File: src/rtl/tage_defines.svh
`ifndef TAGE_DEFINES_SVH
`define TAGE_DEFINES_SVH

`define TAGE_PC_W      32
// instruction offset bits skipped by every pc slice
`define TAGE_PC_LSB    2
`define TAGE_HIST_W    16
`define TAGE_BANKS     2
`define TAGE_IDX_W     6
`define TAGE_DEPTH     (1 << `TAGE_IDX_W)
`define TAGE_TAG_W     8
`define TAGE_CTR_W     3
`define TAGE_BASE_W    2
`define TAGE_U_W       2
`define TAGE_UCLR_W    16
`define TAGE_UCLR_RST  1024
`define TAGE_REG_W     32

`endif

File: src/rtl/tage_pkg.sv
`include "tage_defines.svh"

package tage_pkg;

	typedef enum logic [1:0] {
		REG_CTRL = 2'd0,
		REG_UCLR = 2'd1,
		REG_MISS = 2'd2
	} reg_addr_e;

	typedef enum logic {
		UCLR_IDLE,
		UCLR_SWEEP
	} uclr_state_e;

	typedef struct packed {
		logic [`TAGE_BANKS-1:0] hit;
		logic [`TAGE_BANKS-1:0] provider;
		logic [`TAGE_CTR_W-1:0] provider_ctr;
		logic [`TAGE_BASE_W-1:0] base_ctr;
		logic alt_pred;
		logic pred;
		logic [`TAGE_BANKS-1:0][`TAGE_U_W-1:0] u;
	} tage_meta_t;

	typedef struct packed {
		logic [`TAGE_PC_W-1:0] pc;
		logic [`TAGE_HIST_W-1:0] history;
	} tage_req_t;

	typedef struct packed {
		logic pred;
		tage_meta_t meta;
	} tage_resp_t;

	typedef struct packed {
		logic [`TAGE_PC_W-1:0] pc;
		logic [`TAGE_HIST_W-1:0] history;
		logic taken;
		tage_meta_t meta;
	} tage_upd_t;

	typedef struct packed {
		logic tagged_en;
		logic [`TAGE_UCLR_W-1:0] uclr_period;
	} tage_cfg_t;

	typedef struct packed {
		logic en;
		logic [`TAGE_IDX_W-1:0] idx;
		logic [`TAGE_TAG_W-1:0] tag;
		logic [`TAGE_CTR_W-1:0] ctr;
		logic [`TAGE_U_W-1:0] u;
		logic we_entry;
		logic we_u;
	} tage_wr_t;

endpackage

File: src/rtl/tage_bank.sv
`timescale 1ns/1ps
`include "tage_defines.svh"

module tage_bank (
	input  logic                   clk,
	input  logic                   rst,
	input  logic                   rd_en,
	input  logic [`TAGE_IDX_W-1:0] rd_idx,
	input  logic [`TAGE_TAG_W-1:0] rd_tag,
	output logic                   hit,
	output logic [`TAGE_CTR_W-1:0] ctr,
	output logic [`TAGE_U_W-1:0]   u,
	input  tage_pkg::tage_wr_t     wr,
	input  logic                   uclr_en,
	input  logic [`TAGE_IDX_W-1:0] uclr_idx
);

	logic                   valid_mem [`TAGE_DEPTH];
	logic [`TAGE_TAG_W-1:0] tag_mem [`TAGE_DEPTH];
	logic [`TAGE_CTR_W-1:0] ctr_mem [`TAGE_DEPTH];
	logic [`TAGE_U_W-1:0]   u_mem [`TAGE_DEPTH];

	always_ff @(posedge clk or negedge rst) begin
		if (!rst) begin
			for (int i = 0; i < `TAGE_DEPTH; i++) begin
				valid_mem[i] <= 1'b0;
				tag_mem[i] <= '0;
				ctr_mem[i] <= '0;
				u_mem[i] <= '0;
			end
		end else begin
			if (wr.en && wr.we_entry) begin
				valid_mem[wr.idx] <= 1'b1;
				tag_mem[wr.idx] <= wr.tag;
				ctr_mem[wr.idx] <= wr.ctr;
				u_mem[wr.idx] <= wr.u;
			end else if (wr.en && wr.we_u) begin
				u_mem[wr.idx] <= wr.u;
			end
			// sweep wins over a write to the same entry
			if (uclr_en) begin
				u_mem[uclr_idx] <= '0;
			end
		end
	end

	// tag compare is taken at read time, hit is ready with the data
	always_ff @(posedge clk) begin
		if (rd_en) begin
			hit <= valid_mem[rd_idx] && (tag_mem[rd_idx] == rd_tag);
			ctr <= ctr_mem[rd_idx];
			u <= u_mem[rd_idx];
		end
	end

endmodule

File: src/rtl/tage_base.sv
`timescale 1ns/1ps
`include "tage_defines.svh"

module tage_base (
	input  logic                    clk,
	input  logic                    rst,
	input  logic                    rd_en,
	input  logic [`TAGE_IDX_W-1:0]  rd_idx,
	output logic [`TAGE_BASE_W-1:0] rd_ctr,
	input  logic                    wr_en,
	input  logic [`TAGE_IDX_W-1:0]  wr_idx,
	input  logic [`TAGE_BASE_W-1:0] wr_ctr
);

	logic [`TAGE_BASE_W-1:0] mem [`TAGE_DEPTH];

	// zero is strongly not taken
	always_ff @(posedge clk or negedge rst) begin
		if (!rst) begin
			for (int i = 0; i < `TAGE_DEPTH; i++) begin
				mem[i] <= '0;
			end
		end else if (wr_en) begin
			mem[wr_idx] <= wr_ctr;
		end
	end

	always_ff @(posedge clk) begin
		if (rd_en) begin
			rd_ctr <= mem[rd_idx];
		end
	end

endmodule

File: src/rtl/tage_hash.sv
`timescale 1ns/1ps
`include "tage_defines.svh"

module tage_hash #(
	parameter int HIST_LEN = `TAGE_HIST_W
) (
	input  logic [`TAGE_PC_W-1:0]   pc,
	input  logic [`TAGE_HIST_W-1:0] hist,
	output logic [`TAGE_IDX_W-1:0]  idx,
	output logic [`TAGE_TAG_W-1:0]  tag
);

	// bit 0 of hist is the most recent outcome
	localparam logic [`TAGE_HIST_W-1:0] HIST_MASK =
		{`TAGE_HIST_W{1'b1}} >> (`TAGE_HIST_W - HIST_LEN);

	logic [`TAGE_HIST_W-1:0] h;
	logic [`TAGE_IDX_W-1:0] fold_idx;
	logic [`TAGE_TAG_W-1:0] fold_tag;

	always_comb begin
		h = hist & HIST_MASK;
		fold_idx = '0;
		fold_tag = '0;
		for (int i = 0; i < `TAGE_HIST_W; i++) begin
			fold_idx[i % `TAGE_IDX_W] ^= h[i];
			fold_tag[(i + 1) % `TAGE_TAG_W] ^= h[i];
		end
	end

	assign idx = pc[`TAGE_PC_LSB +: `TAGE_IDX_W]
		^ pc[`TAGE_PC_LSB + `TAGE_IDX_W +: `TAGE_IDX_W] ^ fold_idx;
	assign tag = pc[`TAGE_PC_LSB + `TAGE_IDX_W +: `TAGE_TAG_W]
		^ pc[`TAGE_PC_LSB + 2 * `TAGE_IDX_W +: `TAGE_TAG_W] ^ fold_tag;

endmodule

File: src/rtl/tage_regs.sv
`timescale 1ns/1ps
`include "tage_defines.svh"

module tage_regs (
	input  logic                   clk,
	input  logic                   rst,
	input  logic                   cfg_we,
	input  tage_pkg::reg_addr_e    cfg_addr,
	input  logic [`TAGE_REG_W-1:0] cfg_wdata,
	output logic [`TAGE_REG_W-1:0] cfg_rdata,
	input  logic                   miss,
	output tage_pkg::tage_cfg_t    cfg
);

	import tage_pkg::*;

	logic [`TAGE_REG_W-1:0] miss_cnt;

	always_ff @(posedge clk or negedge rst) begin
		if (!rst) begin
			cfg.tagged_en <= 1'b1;
			cfg.uclr_period <= `TAGE_UCLR_W'(`TAGE_UCLR_RST);
			miss_cnt <= '0;
		end else begin
			if (miss && !(&miss_cnt)) begin
				miss_cnt <= miss_cnt + 1'b1;
			end
			// any write to the miss register clears it
			if (cfg_we) begin
				case (cfg_addr)
					REG_CTRL: cfg.tagged_en <= cfg_wdata[0];
					REG_UCLR: cfg.uclr_period <= cfg_wdata[`TAGE_UCLR_W-1:0];
					REG_MISS: miss_cnt <= '0;
					default: ;
				endcase
			end
		end
	end

	always_comb begin
		case (cfg_addr)
			REG_CTRL: cfg_rdata = {{(`TAGE_REG_W - 1){1'b0}}, cfg.tagged_en};
			REG_UCLR: cfg_rdata = {{(`TAGE_REG_W - `TAGE_UCLR_W){1'b0}}, cfg.uclr_period};
			REG_MISS: cfg_rdata = miss_cnt;
			default: cfg_rdata = '0;
		endcase
	end

endmodule

File: src/rtl/tage_top.sv
`timescale 1ns/1ps
`include "tage_defines.svh"

module tage_top (
	input  logic                   clk,
	input  logic                   rst,
	input  logic                   req_valid,
	output logic                   req_ready,
	input  tage_pkg::tage_req_t    req,
	output logic                   resp_valid,
	input  logic                   resp_ready,
	output tage_pkg::tage_resp_t   resp,
	input  logic                   upd_valid,
	output logic                   upd_ready,
	input  tage_pkg::tage_upd_t    upd,
	input  logic                   cfg_we,
	input  tage_pkg::reg_addr_e    cfg_addr,
	input  logic [`TAGE_REG_W-1:0] cfg_wdata,
	output logic [`TAGE_REG_W-1:0] cfg_rdata
);

	import tage_pkg::*;

	logic req_fire;
	logic [`TAGE_BANKS-1:0][`TAGE_IDX_W-1:0] rd_idx;
	logic [`TAGE_BANKS-1:0][`TAGE_TAG_W-1:0] rd_tag;
	logic [`TAGE_BANKS-1:0] hit;
	logic [`TAGE_BANKS-1:0][`TAGE_CTR_W-1:0] bank_ctr;
	logic [`TAGE_BANKS-1:0][`TAGE_U_W-1:0] bank_u;
	logic [`TAGE_BASE_W-1:0] base_ctr;
	tage_wr_t [`TAGE_BANKS-1:0] bank_wr;
	logic base_wr_en;
	logic [`TAGE_IDX_W-1:0] base_wr_idx;
	logic [`TAGE_BASE_W-1:0] base_wr_ctr;
	logic uclr_en;
	logic [`TAGE_IDX_W-1:0] uclr_idx;
	logic miss;
	tage_cfg_t cfg;
	tage_meta_t meta;

	assign req_ready = !resp_valid || resp_ready;
	assign req_fire = req_valid && req_ready;

	for (genvar b = 0; b < `TAGE_BANKS; b++) begin : gen_bank
		tage_hash #(
			.HIST_LEN(`TAGE_HIST_W >> (`TAGE_BANKS - 1 - b))
		) hash_inst (
			.pc(req.pc),
			.hist(req.history),
			.idx(rd_idx[b]),
			.tag(rd_tag[b])
		);

		tage_bank bank_inst (
			.clk(clk),
			.rst(rst),
			.rd_en(req_fire),
			.rd_idx(rd_idx[b]),
			.rd_tag(rd_tag[b]),
			.hit(hit[b]),
			.ctr(bank_ctr[b]),
			.u(bank_u[b]),
			.wr(bank_wr[b]),
			.uclr_en(uclr_en),
			.uclr_idx(uclr_idx)
		);
	end

	tage_base base_inst (
		.clk(clk),
		.rst(rst),
		.rd_en(req_fire),
		.rd_idx(req.pc[`TAGE_PC_LSB +: `TAGE_IDX_W]),
		.rd_ctr(base_ctr),
		.wr_en(base_wr_en),
		.wr_idx(base_wr_idx),
		.wr_ctr(base_wr_ctr)
	);

	tage_update update_inst (
		.clk(clk),
		.rst(rst),
		.upd_valid(upd_valid),
		.upd_ready(upd_ready),
		.upd(upd),
		.cfg(cfg),
		.bank_wr(bank_wr),
		.base_wr_en(base_wr_en),
		.base_wr_idx(base_wr_idx),
		.base_wr_ctr(base_wr_ctr),
		.uclr_en(uclr_en),
		.uclr_idx(uclr_idx),
		.miss(miss)
	);

	tage_regs regs_inst (
		.clk(clk),
		.rst(rst),
		.cfg_we(cfg_we),
		.cfg_addr(cfg_addr),
		.cfg_wdata(cfg_wdata),
		.cfg_rdata(cfg_rdata),
		.miss(miss),
		.cfg(cfg)
	);

	// table outputs only move on acceptance, so resp holds under back-pressure
	always_ff @(posedge clk or negedge rst) begin
		if (!rst) begin
			resp_valid <= 1'b0;
		end else if (req_fire) begin
			resp_valid <= 1'b1;
		end else if (resp_ready) begin
			resp_valid <= 1'b0;
		end
	end

	// longest hitting history provides
	always_comb begin
		meta = '0;
		meta.hit = hit;
		meta.base_ctr = base_ctr;
		meta.alt_pred = base_ctr[`TAGE_BASE_W-1];
		meta.u = bank_u;
		for (int b = 0; b < `TAGE_BANKS; b++) begin
			if (hit[b]) begin
				meta.provider = '0;
				meta.provider[b] = 1'b1;
				meta.provider_ctr = bank_ctr[b];
			end
		end
		meta.pred = (|hit) ? meta.provider_ctr[`TAGE_CTR_W-1] : meta.alt_pred;
	end

	assign resp.pred = meta.pred;
	assign resp.meta = meta;

endmodule

File: src/rtl/tage_update.sv
`timescale 1ns/1ps
`include "tage_defines.svh"

module tage_update (
	input  logic                                 clk,
	input  logic                                 rst,
	input  logic                                 upd_valid,
	output logic                                 upd_ready,
	input  tage_pkg::tage_upd_t                  upd,
	input  tage_pkg::tage_cfg_t                  cfg,
	output tage_pkg::tage_wr_t [`TAGE_BANKS-1:0] bank_wr,
	output logic                                 base_wr_en,
	output logic [`TAGE_IDX_W-1:0]               base_wr_idx,
	output logic [`TAGE_BASE_W-1:0]              base_wr_ctr,
	output logic                                 uclr_en,
	output logic [`TAGE_IDX_W-1:0]               uclr_idx,
	output logic                                 miss
);

	import tage_pkg::*;

	logic fire;
	logic mispred;
	logic has_prov;
	logic prov_dir;
	logic use_chg;
	logic alloc_en;
	logic seen;
	logic [`TAGE_BANKS-1:0] cand;
	logic [`TAGE_BANKS-1:0] free;
	logic [`TAGE_BANKS-1:0] alloc;
	logic [`TAGE_BANKS-1:0] dec_u;
	logic [`TAGE_BANKS-1:0][`TAGE_U_W-1:0] u_dec;
	logic [`TAGE_BANKS-1:0][`TAGE_IDX_W-1:0] upd_idx;
	logic [`TAGE_BANKS-1:0][`TAGE_TAG_W-1:0] upd_tag;
	logic [`TAGE_CTR_W-1:0] prov_ctr_new;
	logic [`TAGE_CTR_W-1:0] weak_ctr;
	logic [`TAGE_U_W-1:0] prov_u_old;
	logic [`TAGE_U_W-1:0] prov_u_new;
	uclr_state_e state;
	logic [`TAGE_IDX_W-1:0] sweep_idx;
	logic [`TAGE_UCLR_W-1:0] upd_cnt;
	logic [`TAGE_UCLR_W-1:0] cnt_next;

	for (genvar b = 0; b < `TAGE_BANKS; b++) begin : gen_hash
		tage_hash #(
			.HIST_LEN(`TAGE_HIST_W >> (`TAGE_BANKS - 1 - b))
		) hash_inst (
			.pc(upd.pc),
			.hist(upd.history),
			.idx(upd_idx[b]),
			.tag(upd_tag[b])
		);
	end

	assign fire = upd_valid && upd_ready;
	assign mispred = upd.meta.pred != upd.taken;
	assign has_prov = |upd.meta.provider;
	assign prov_dir = upd.meta.provider_ctr[`TAGE_CTR_W-1];
	assign use_chg = has_prov && (prov_dir != upd.meta.alt_pred);
	assign alloc_en = mispred && cfg.tagged_en;
	assign weak_ctr = {upd.taken, {(`TAGE_CTR_W - 1){!upd.taken}}};
	assign miss = fire && mispred;

	// saturating counters toward the outcome
	always_comb begin
		prov_ctr_new = upd.meta.provider_ctr;
		if (upd.taken && !(&upd.meta.provider_ctr)) begin
			prov_ctr_new = upd.meta.provider_ctr + 1'b1;
		end else if (!upd.taken && (|upd.meta.provider_ctr)) begin
			prov_ctr_new = upd.meta.provider_ctr - 1'b1;
		end
		base_wr_ctr = upd.meta.base_ctr;
		if (upd.taken && !(&upd.meta.base_ctr)) begin
			base_wr_ctr = upd.meta.base_ctr + 1'b1;
		end else if (!upd.taken && (|upd.meta.base_ctr)) begin
			base_wr_ctr = upd.meta.base_ctr - 1'b1;
		end
	end

	always_comb begin
		prov_u_old = '0;
		for (int b = 0; b < `TAGE_BANKS; b++) begin
			if (upd.meta.provider[b]) begin
				prov_u_old = upd.meta.u[b];
			end
		end
		prov_u_new = prov_u_old;
		if (use_chg && (prov_dir == upd.taken) && !(&prov_u_old)) begin
			prov_u_new = prov_u_old + 1'b1;
		end else if (use_chg && (prov_dir != upd.taken) && (|prov_u_old)) begin
			prov_u_new = prov_u_old - 1'b1;
		end
	end

	// candidates sit above the provider, or are all banks without one
	always_comb begin
		seen = 1'b0;
		for (int b = 0; b < `TAGE_BANKS; b++) begin
			cand[b] = alloc_en && (!has_prov || seen);
			free[b] = cand[b] && (upd.meta.u[b] == '0);
			u_dec[b] = (upd.meta.u[b] == '0) ? '0 : upd.meta.u[b] - 1'b1;
			seen = seen | upd.meta.provider[b];
		end
		alloc = '0;
		for (int b = `TAGE_BANKS - 1; b >= 0; b--) begin
			if (free[b]) begin
				alloc = '0;
				alloc[b] = 1'b1;
			end
		end
		dec_u = (|free) ? '0 : cand;
	end

	always_comb begin
		for (int b = 0; b < `TAGE_BANKS; b++) begin
			bank_wr[b].en = fire && (upd.meta.provider[b] || alloc[b] || dec_u[b]);
			bank_wr[b].idx = upd_idx[b];
			bank_wr[b].tag = upd_tag[b];
			bank_wr[b].we_entry = upd.meta.provider[b] || alloc[b];
			bank_wr[b].we_u = dec_u[b];
			if (alloc[b]) begin
				bank_wr[b].ctr = weak_ctr;
				bank_wr[b].u = '0;
			end else begin
				bank_wr[b].ctr = prov_ctr_new;
				bank_wr[b].u = upd.meta.provider[b] ? prov_u_new : u_dec[b];
			end
		end
	end

	assign base_wr_en = fire && !has_prov;
	assign base_wr_idx = upd.pc[`TAGE_PC_LSB +: `TAGE_IDX_W];

	assign cnt_next = upd_cnt + 1'b1;

	always_ff @(posedge clk or negedge rst) begin
		if (!rst) begin
			state <= UCLR_IDLE;
			sweep_idx <= '0;
			upd_cnt <= '0;
		end else begin
			case (state)
				UCLR_IDLE: begin
					if (fire && (cnt_next >= cfg.uclr_period)) begin
						upd_cnt <= '0;
						sweep_idx <= '0;
						state <= UCLR_SWEEP;
					end else if (fire) begin
						upd_cnt <= cnt_next;
					end
				end
				UCLR_SWEEP: begin
					sweep_idx <= sweep_idx + 1'b1;
					if (&sweep_idx) begin
						state <= UCLR_IDLE;
					end
				end
				default: state <= UCLR_IDLE;
			endcase
		end
	end

	assign upd_ready = state == UCLR_IDLE;
	assign uclr_en = state == UCLR_SWEEP;
	assign uclr_idx = sweep_idx;

endmodule

File: config.mk
export PLATFORM = sky130hd
export DESIGN_NAME = tage_top
export DESIGN_NICKNAME = d
export VERILOG_FILES = /design/src/rtl/tage_pkg.sv /design/src/rtl/tage_bank.sv /design/src/rtl/tage_base.sv /design/src/rtl/tage_hash.sv /design/src/rtl/tage_regs.sv /design/src/rtl/tage_top.sv /design/src/rtl/tage_update.sv
export VERILOG_INCLUDE_DIRS = /design/src /design/src/rtl
export SDC_FILE = /design/constraint.sdc
export NUM_CORES = 2
export LEC_CHECK = 0
export CORE_MARGIN = 3
export CORE_UTILIZATION = 45
export CTS_CLUSTER_DIAMETER = 50
export DETAILED_ROUTE_END_ITERATION = 10
export DONT_BUFFER_PORTS = 1
export PLACE_DENSITY_LB_ADDON = 0.05
export RECOVER_POWER = 100
export SLEW_MARGIN = 5
export SYNTH_ARGS = -nofsm -noshare
export SYNTH_HDL_FRONTEND = slang
export SYNTH_SLANG_ARGS = --single-unit
File: constraint.sdc
create_clock -name clk -period 4.6 [get_ports clk]
set_clock_uncertainty 0.15 [all_clocks]
set_input_delay 0.46 -clock clk [delete_from_list [all_inputs] [get_ports clk]]
set_output_delay 0.46 -clock clk [all_outputs]
set_load 0.01 [all_outputs]
==> metrics <==
Clock power frac 35.4%; Worst setup SP type primary input; initial DRC count 5698; filler cell count 18561; Hold Path Depth 4; GRT overflow 0; Syn Std Cell Area 0.0926 mm²; Syn Area/Cell 10.1 µm²; reg2reg path depth 14; post-synthesis cell count slightly above 9000; syn_nets 9336; status complete, but fails checks; Req. time, crit path slightly above 5000 ps; Port Buffers 0; leak pwr 0.0461 µW; root buf cell clkbuf_16; reg2reg start update_inst.upd_cnt[2]$_DFFE_PN0P_; # H-tree levels 4; Total GRT Usage 27.6%; Sequential Power Share 42.4%; Finished Layout Cells 11946; Core ar. 0.203 mm²; synth cell count leaders nand2_1 (2186), dfrtp_1 (1991), o21ai_0 (1553); hold slack 53.8 ps; DIE WIDTH 460 µm; Final Cycle Share between 90% and 100%; maxcap violations 8; ys async rst share 99.3%; Clock Tree Buf Depth 3; placed cell count 11457; Yosys warning count 0; Vias 67677; Clock transition at path regs 60 ps; routability cong. 0.897; postcts setup bufs 0; critical path data arrival time 4770 ps; Worst Tran Pin Value 2740 ps; CP Class in -> reg; Worst Path Max Fanout 33; internal power 36400 µW; vias in the first global route 66861; R2R Path End update_inst.upd_cnt[0]$_DFFE_PN0P_; Net Switching 16500 µW; synth top area cells dfrtp_1 (54%), mux4_2 (10%), nand2_1 (8.9%); CTS tree yes; die area 0.211 mm²; PD cells roughly 510 mW/mm²; hold wc startpoint upd[34]; Final Setup Violations 0; CP max stage cell xor3_4; initial core utilization 45.6%; Hold Path End base_inst.mem[20]$_DFFE_PN0P_; routed wire length 290000 µm; VDD IR max 410 µV; clock buffer count from CTS 237; I/O pin total roughly 200; drt first pass iters 6; Comb pwr share 22.1%; die height around 460 µm; switching power share of the total 31.2%; Hold WC Path Type in -> reg; Synth Flop Type dfrtp_1; failing checks max-capacitance violations, max-slew violations; leading area contributor after synthesis dfrtp_1; # DRC 0; row count 165; Slew Viols, Final 609; R2R setup slack about 520 ps; clk_lat worst skew between 800 and 900 ps; max_slew headroom -82.7%; CP Capture Type flop; CP peak stage delay 750 ps; crit-path leading delay family XOR/XNOR gates; Final ANT Viol Nets 0; sequential area share after synthesis between 50 and 60%; hpwl dp 189000 µm; Post-synth EDFFs 14; initial antenna violation count 3; vias per cell 5.67; Most common cell on crit path xnor2_1; Yosys reg bits around 2000; fmax 0.231 GHz; Tmin final 4320 ps; CP cell instances xnor2_1, xor3_4, buf_12, clkbuf_1, mux4_2, nor2_1, o221ai_1, o22ai_1, nand2_1, xnor2_1, nor3_2, dlygate4sd3_1; largest net degree at the start of global routing ~240; share of the synthesized area in the top cell type 53.8%; Synth cell types just over 70; Layout Area Growth over Synthesis 12.9%; CP bufs+invs 3; RSZ-0062 raised after global routing no; Final Hold Fails 0; CTS sink cnt 2007; DR WL/cell 24.3 µm; fin nets 9252; proportion of layout cells with a drive suffix above 1 a little over an eighth; global-route wire length before repair 441000 µm; most frequent cell after synthesis nand2_1
-- worst min-delay path: cells and delay by family --
kind             cells  cell delay (ps)
AND/OR/NAND/NOR      3              470
AO/OA/AOI/OAI        1               80
-- repair_timing --
action | 4_1_cts | 5_1_grt
hold endpoints to repair | 727 | 0
resized for setup | 0 | 0
endpoints found under the setup margin | 0 | 212
hold buffers | 45 | 0
-- how the worst max path moves through the flow --
stage	depth (start not counted)	to	from
floorplan	11	gen_bank[0].bank_inst.ctr[0]$_DFFE_PP_	req[19]
global placement	13	gen_bank[0].bank_inst.hit$_DFFE_PP_	req[6]
detailed placement	5	gen_bank[0].bank_inst.ctr_mem[141]$_DFFE_PN0P_	rst
CTS	6	gen_bank[0].bank_inst.valid_mem[46]$_DFFE_PN0P_	rst
global route	14	gen_bank[1].bank_inst.tag_mem[343]$_DFFE_PN0P_	upd[15]
finish	12	gen_bank[1].bank_inst.hit$_DFFE_PP_	req[19]
-- layout by cell type (no fill, tap or decap), types with 41 or more instances in the layout --
| cell | synthesis | final |
|---|---|---|
| nand2b_1 | 142 | 142 |
| nor2_1 | 544 | 538 |
| clkbuf_1 | 474 | 78 |
| dlygate4sd3_1 | 0 | 45 |
| buf_4 | 28 | 196 |
| clkinv_2 | 0 | 41 |
| a21oi_1 | 368 | 367 |
| nand2_1 | 2186 | 2186 |
| a211oi_1 | 96 | 96 |
| mux4_2 | 413 | 413 |
| dfrtp_1 | 1991 | 1991 |
| nor3_1 | 167 | 158 |
| nor2b_1 | 56 | 56 |
| clkbuf_16 | 0 | 243 |
| mux2i_1 | 142 | 140 |
| nand3_1 | 224 | 224 |
| clkbuf_2 | 0 | 83 |
| xor2_1 | 75 | 63 |
| xnor2_1 | 84 | 68 |
| o21ai_0 | 1553 | 1554 |
-- flip-flops by register name, indices dropped and copies added, names as in the netlist --
name                          cells
gen_bank.bank_inst.tag_mem     1024
gen_bank.bank_inst.ctr_mem      384
gen_bank.bank_inst.u_mem        256
base_inst.mem                   128
gen_bank.bank_inst.valid_mem    128
regs_inst.miss_cnt               32
regs_inst.cfg                    17
update_inst.upd_cnt              16
gen_bank.bank_inst.ctr            6
update_inst.uclr_idx              6
gen_bank.bank_inst.u              4
base_inst.rd_ctr                  2
gen_bank.bank_inst.hit            2
resp_valid                        1
update_inst.uclr_en               1
-- power groups by stage --
| stage | Sequential (µW) | Combinational (µW) | Clock [µW] |
|---|---|---|---|
| 2_1_floorplan | 22100 | 7760 | 0 |
| 3_3_place_gp | 22600 | 11600 | 0 |
| 3_5_place_dp | 22700 | 11800 | 0 |
| 4_1_cts | 22500 | 11900 | 19200 |
| 5_1_grt | 22900 | 12800 | 19900 |
| 6_report | 22500 | 11700 | 18800 |
-- stage by stage --
step	power (µW)	setup TNS [ps]	cell area, µm²	util, %	worst slack, ps
final	53000	0	105000	51.4	280
after floorplan	29900	0	92600	-	1210
after detailed placement	34600	-1.97	96600	47.5	-1.97
after CTS	53500	0	105000	51.6	313
after global routing	55600	0	105000	51.4	54.5
after global placement	34200	0	96600	47.5	34.3
-- cell type report --
cell class	count	area (µm²)	share of cell area [%]
well taps	2672	3340	3.20
repair buffers	402	3390	3.25
multi-input cells	6394	39500	37.8
clock buffers	332	6820	6.52
diodes	3	7.51	0.00718
clock inverters	105	1060	1.01
inverters	31	116	0.111
flip-flops and latches	2007	50300	48.1
-- kinds of logic after synthesis --
group                      synth area share (%)
and+or+nand+nor                            15.4
AOI/OAI and AO/OA                          12.4
DFF                                        54.3
buffers and inverters                      3.62
muxes                                      12.1
xor gates and xnor gates                   1.87
adders and majority gates                 0.365
-- per-layer routing --
metal	global-route usage (%)	routed length [µm]	vias up
met5	0	0	-
met4	9.96	11600	0
met3	4.54	16500	481
met2	43.3	134000	1801
met1	38.9	128000	33947
li1	-	-	31448
Power figures use the tool's default switching activity.
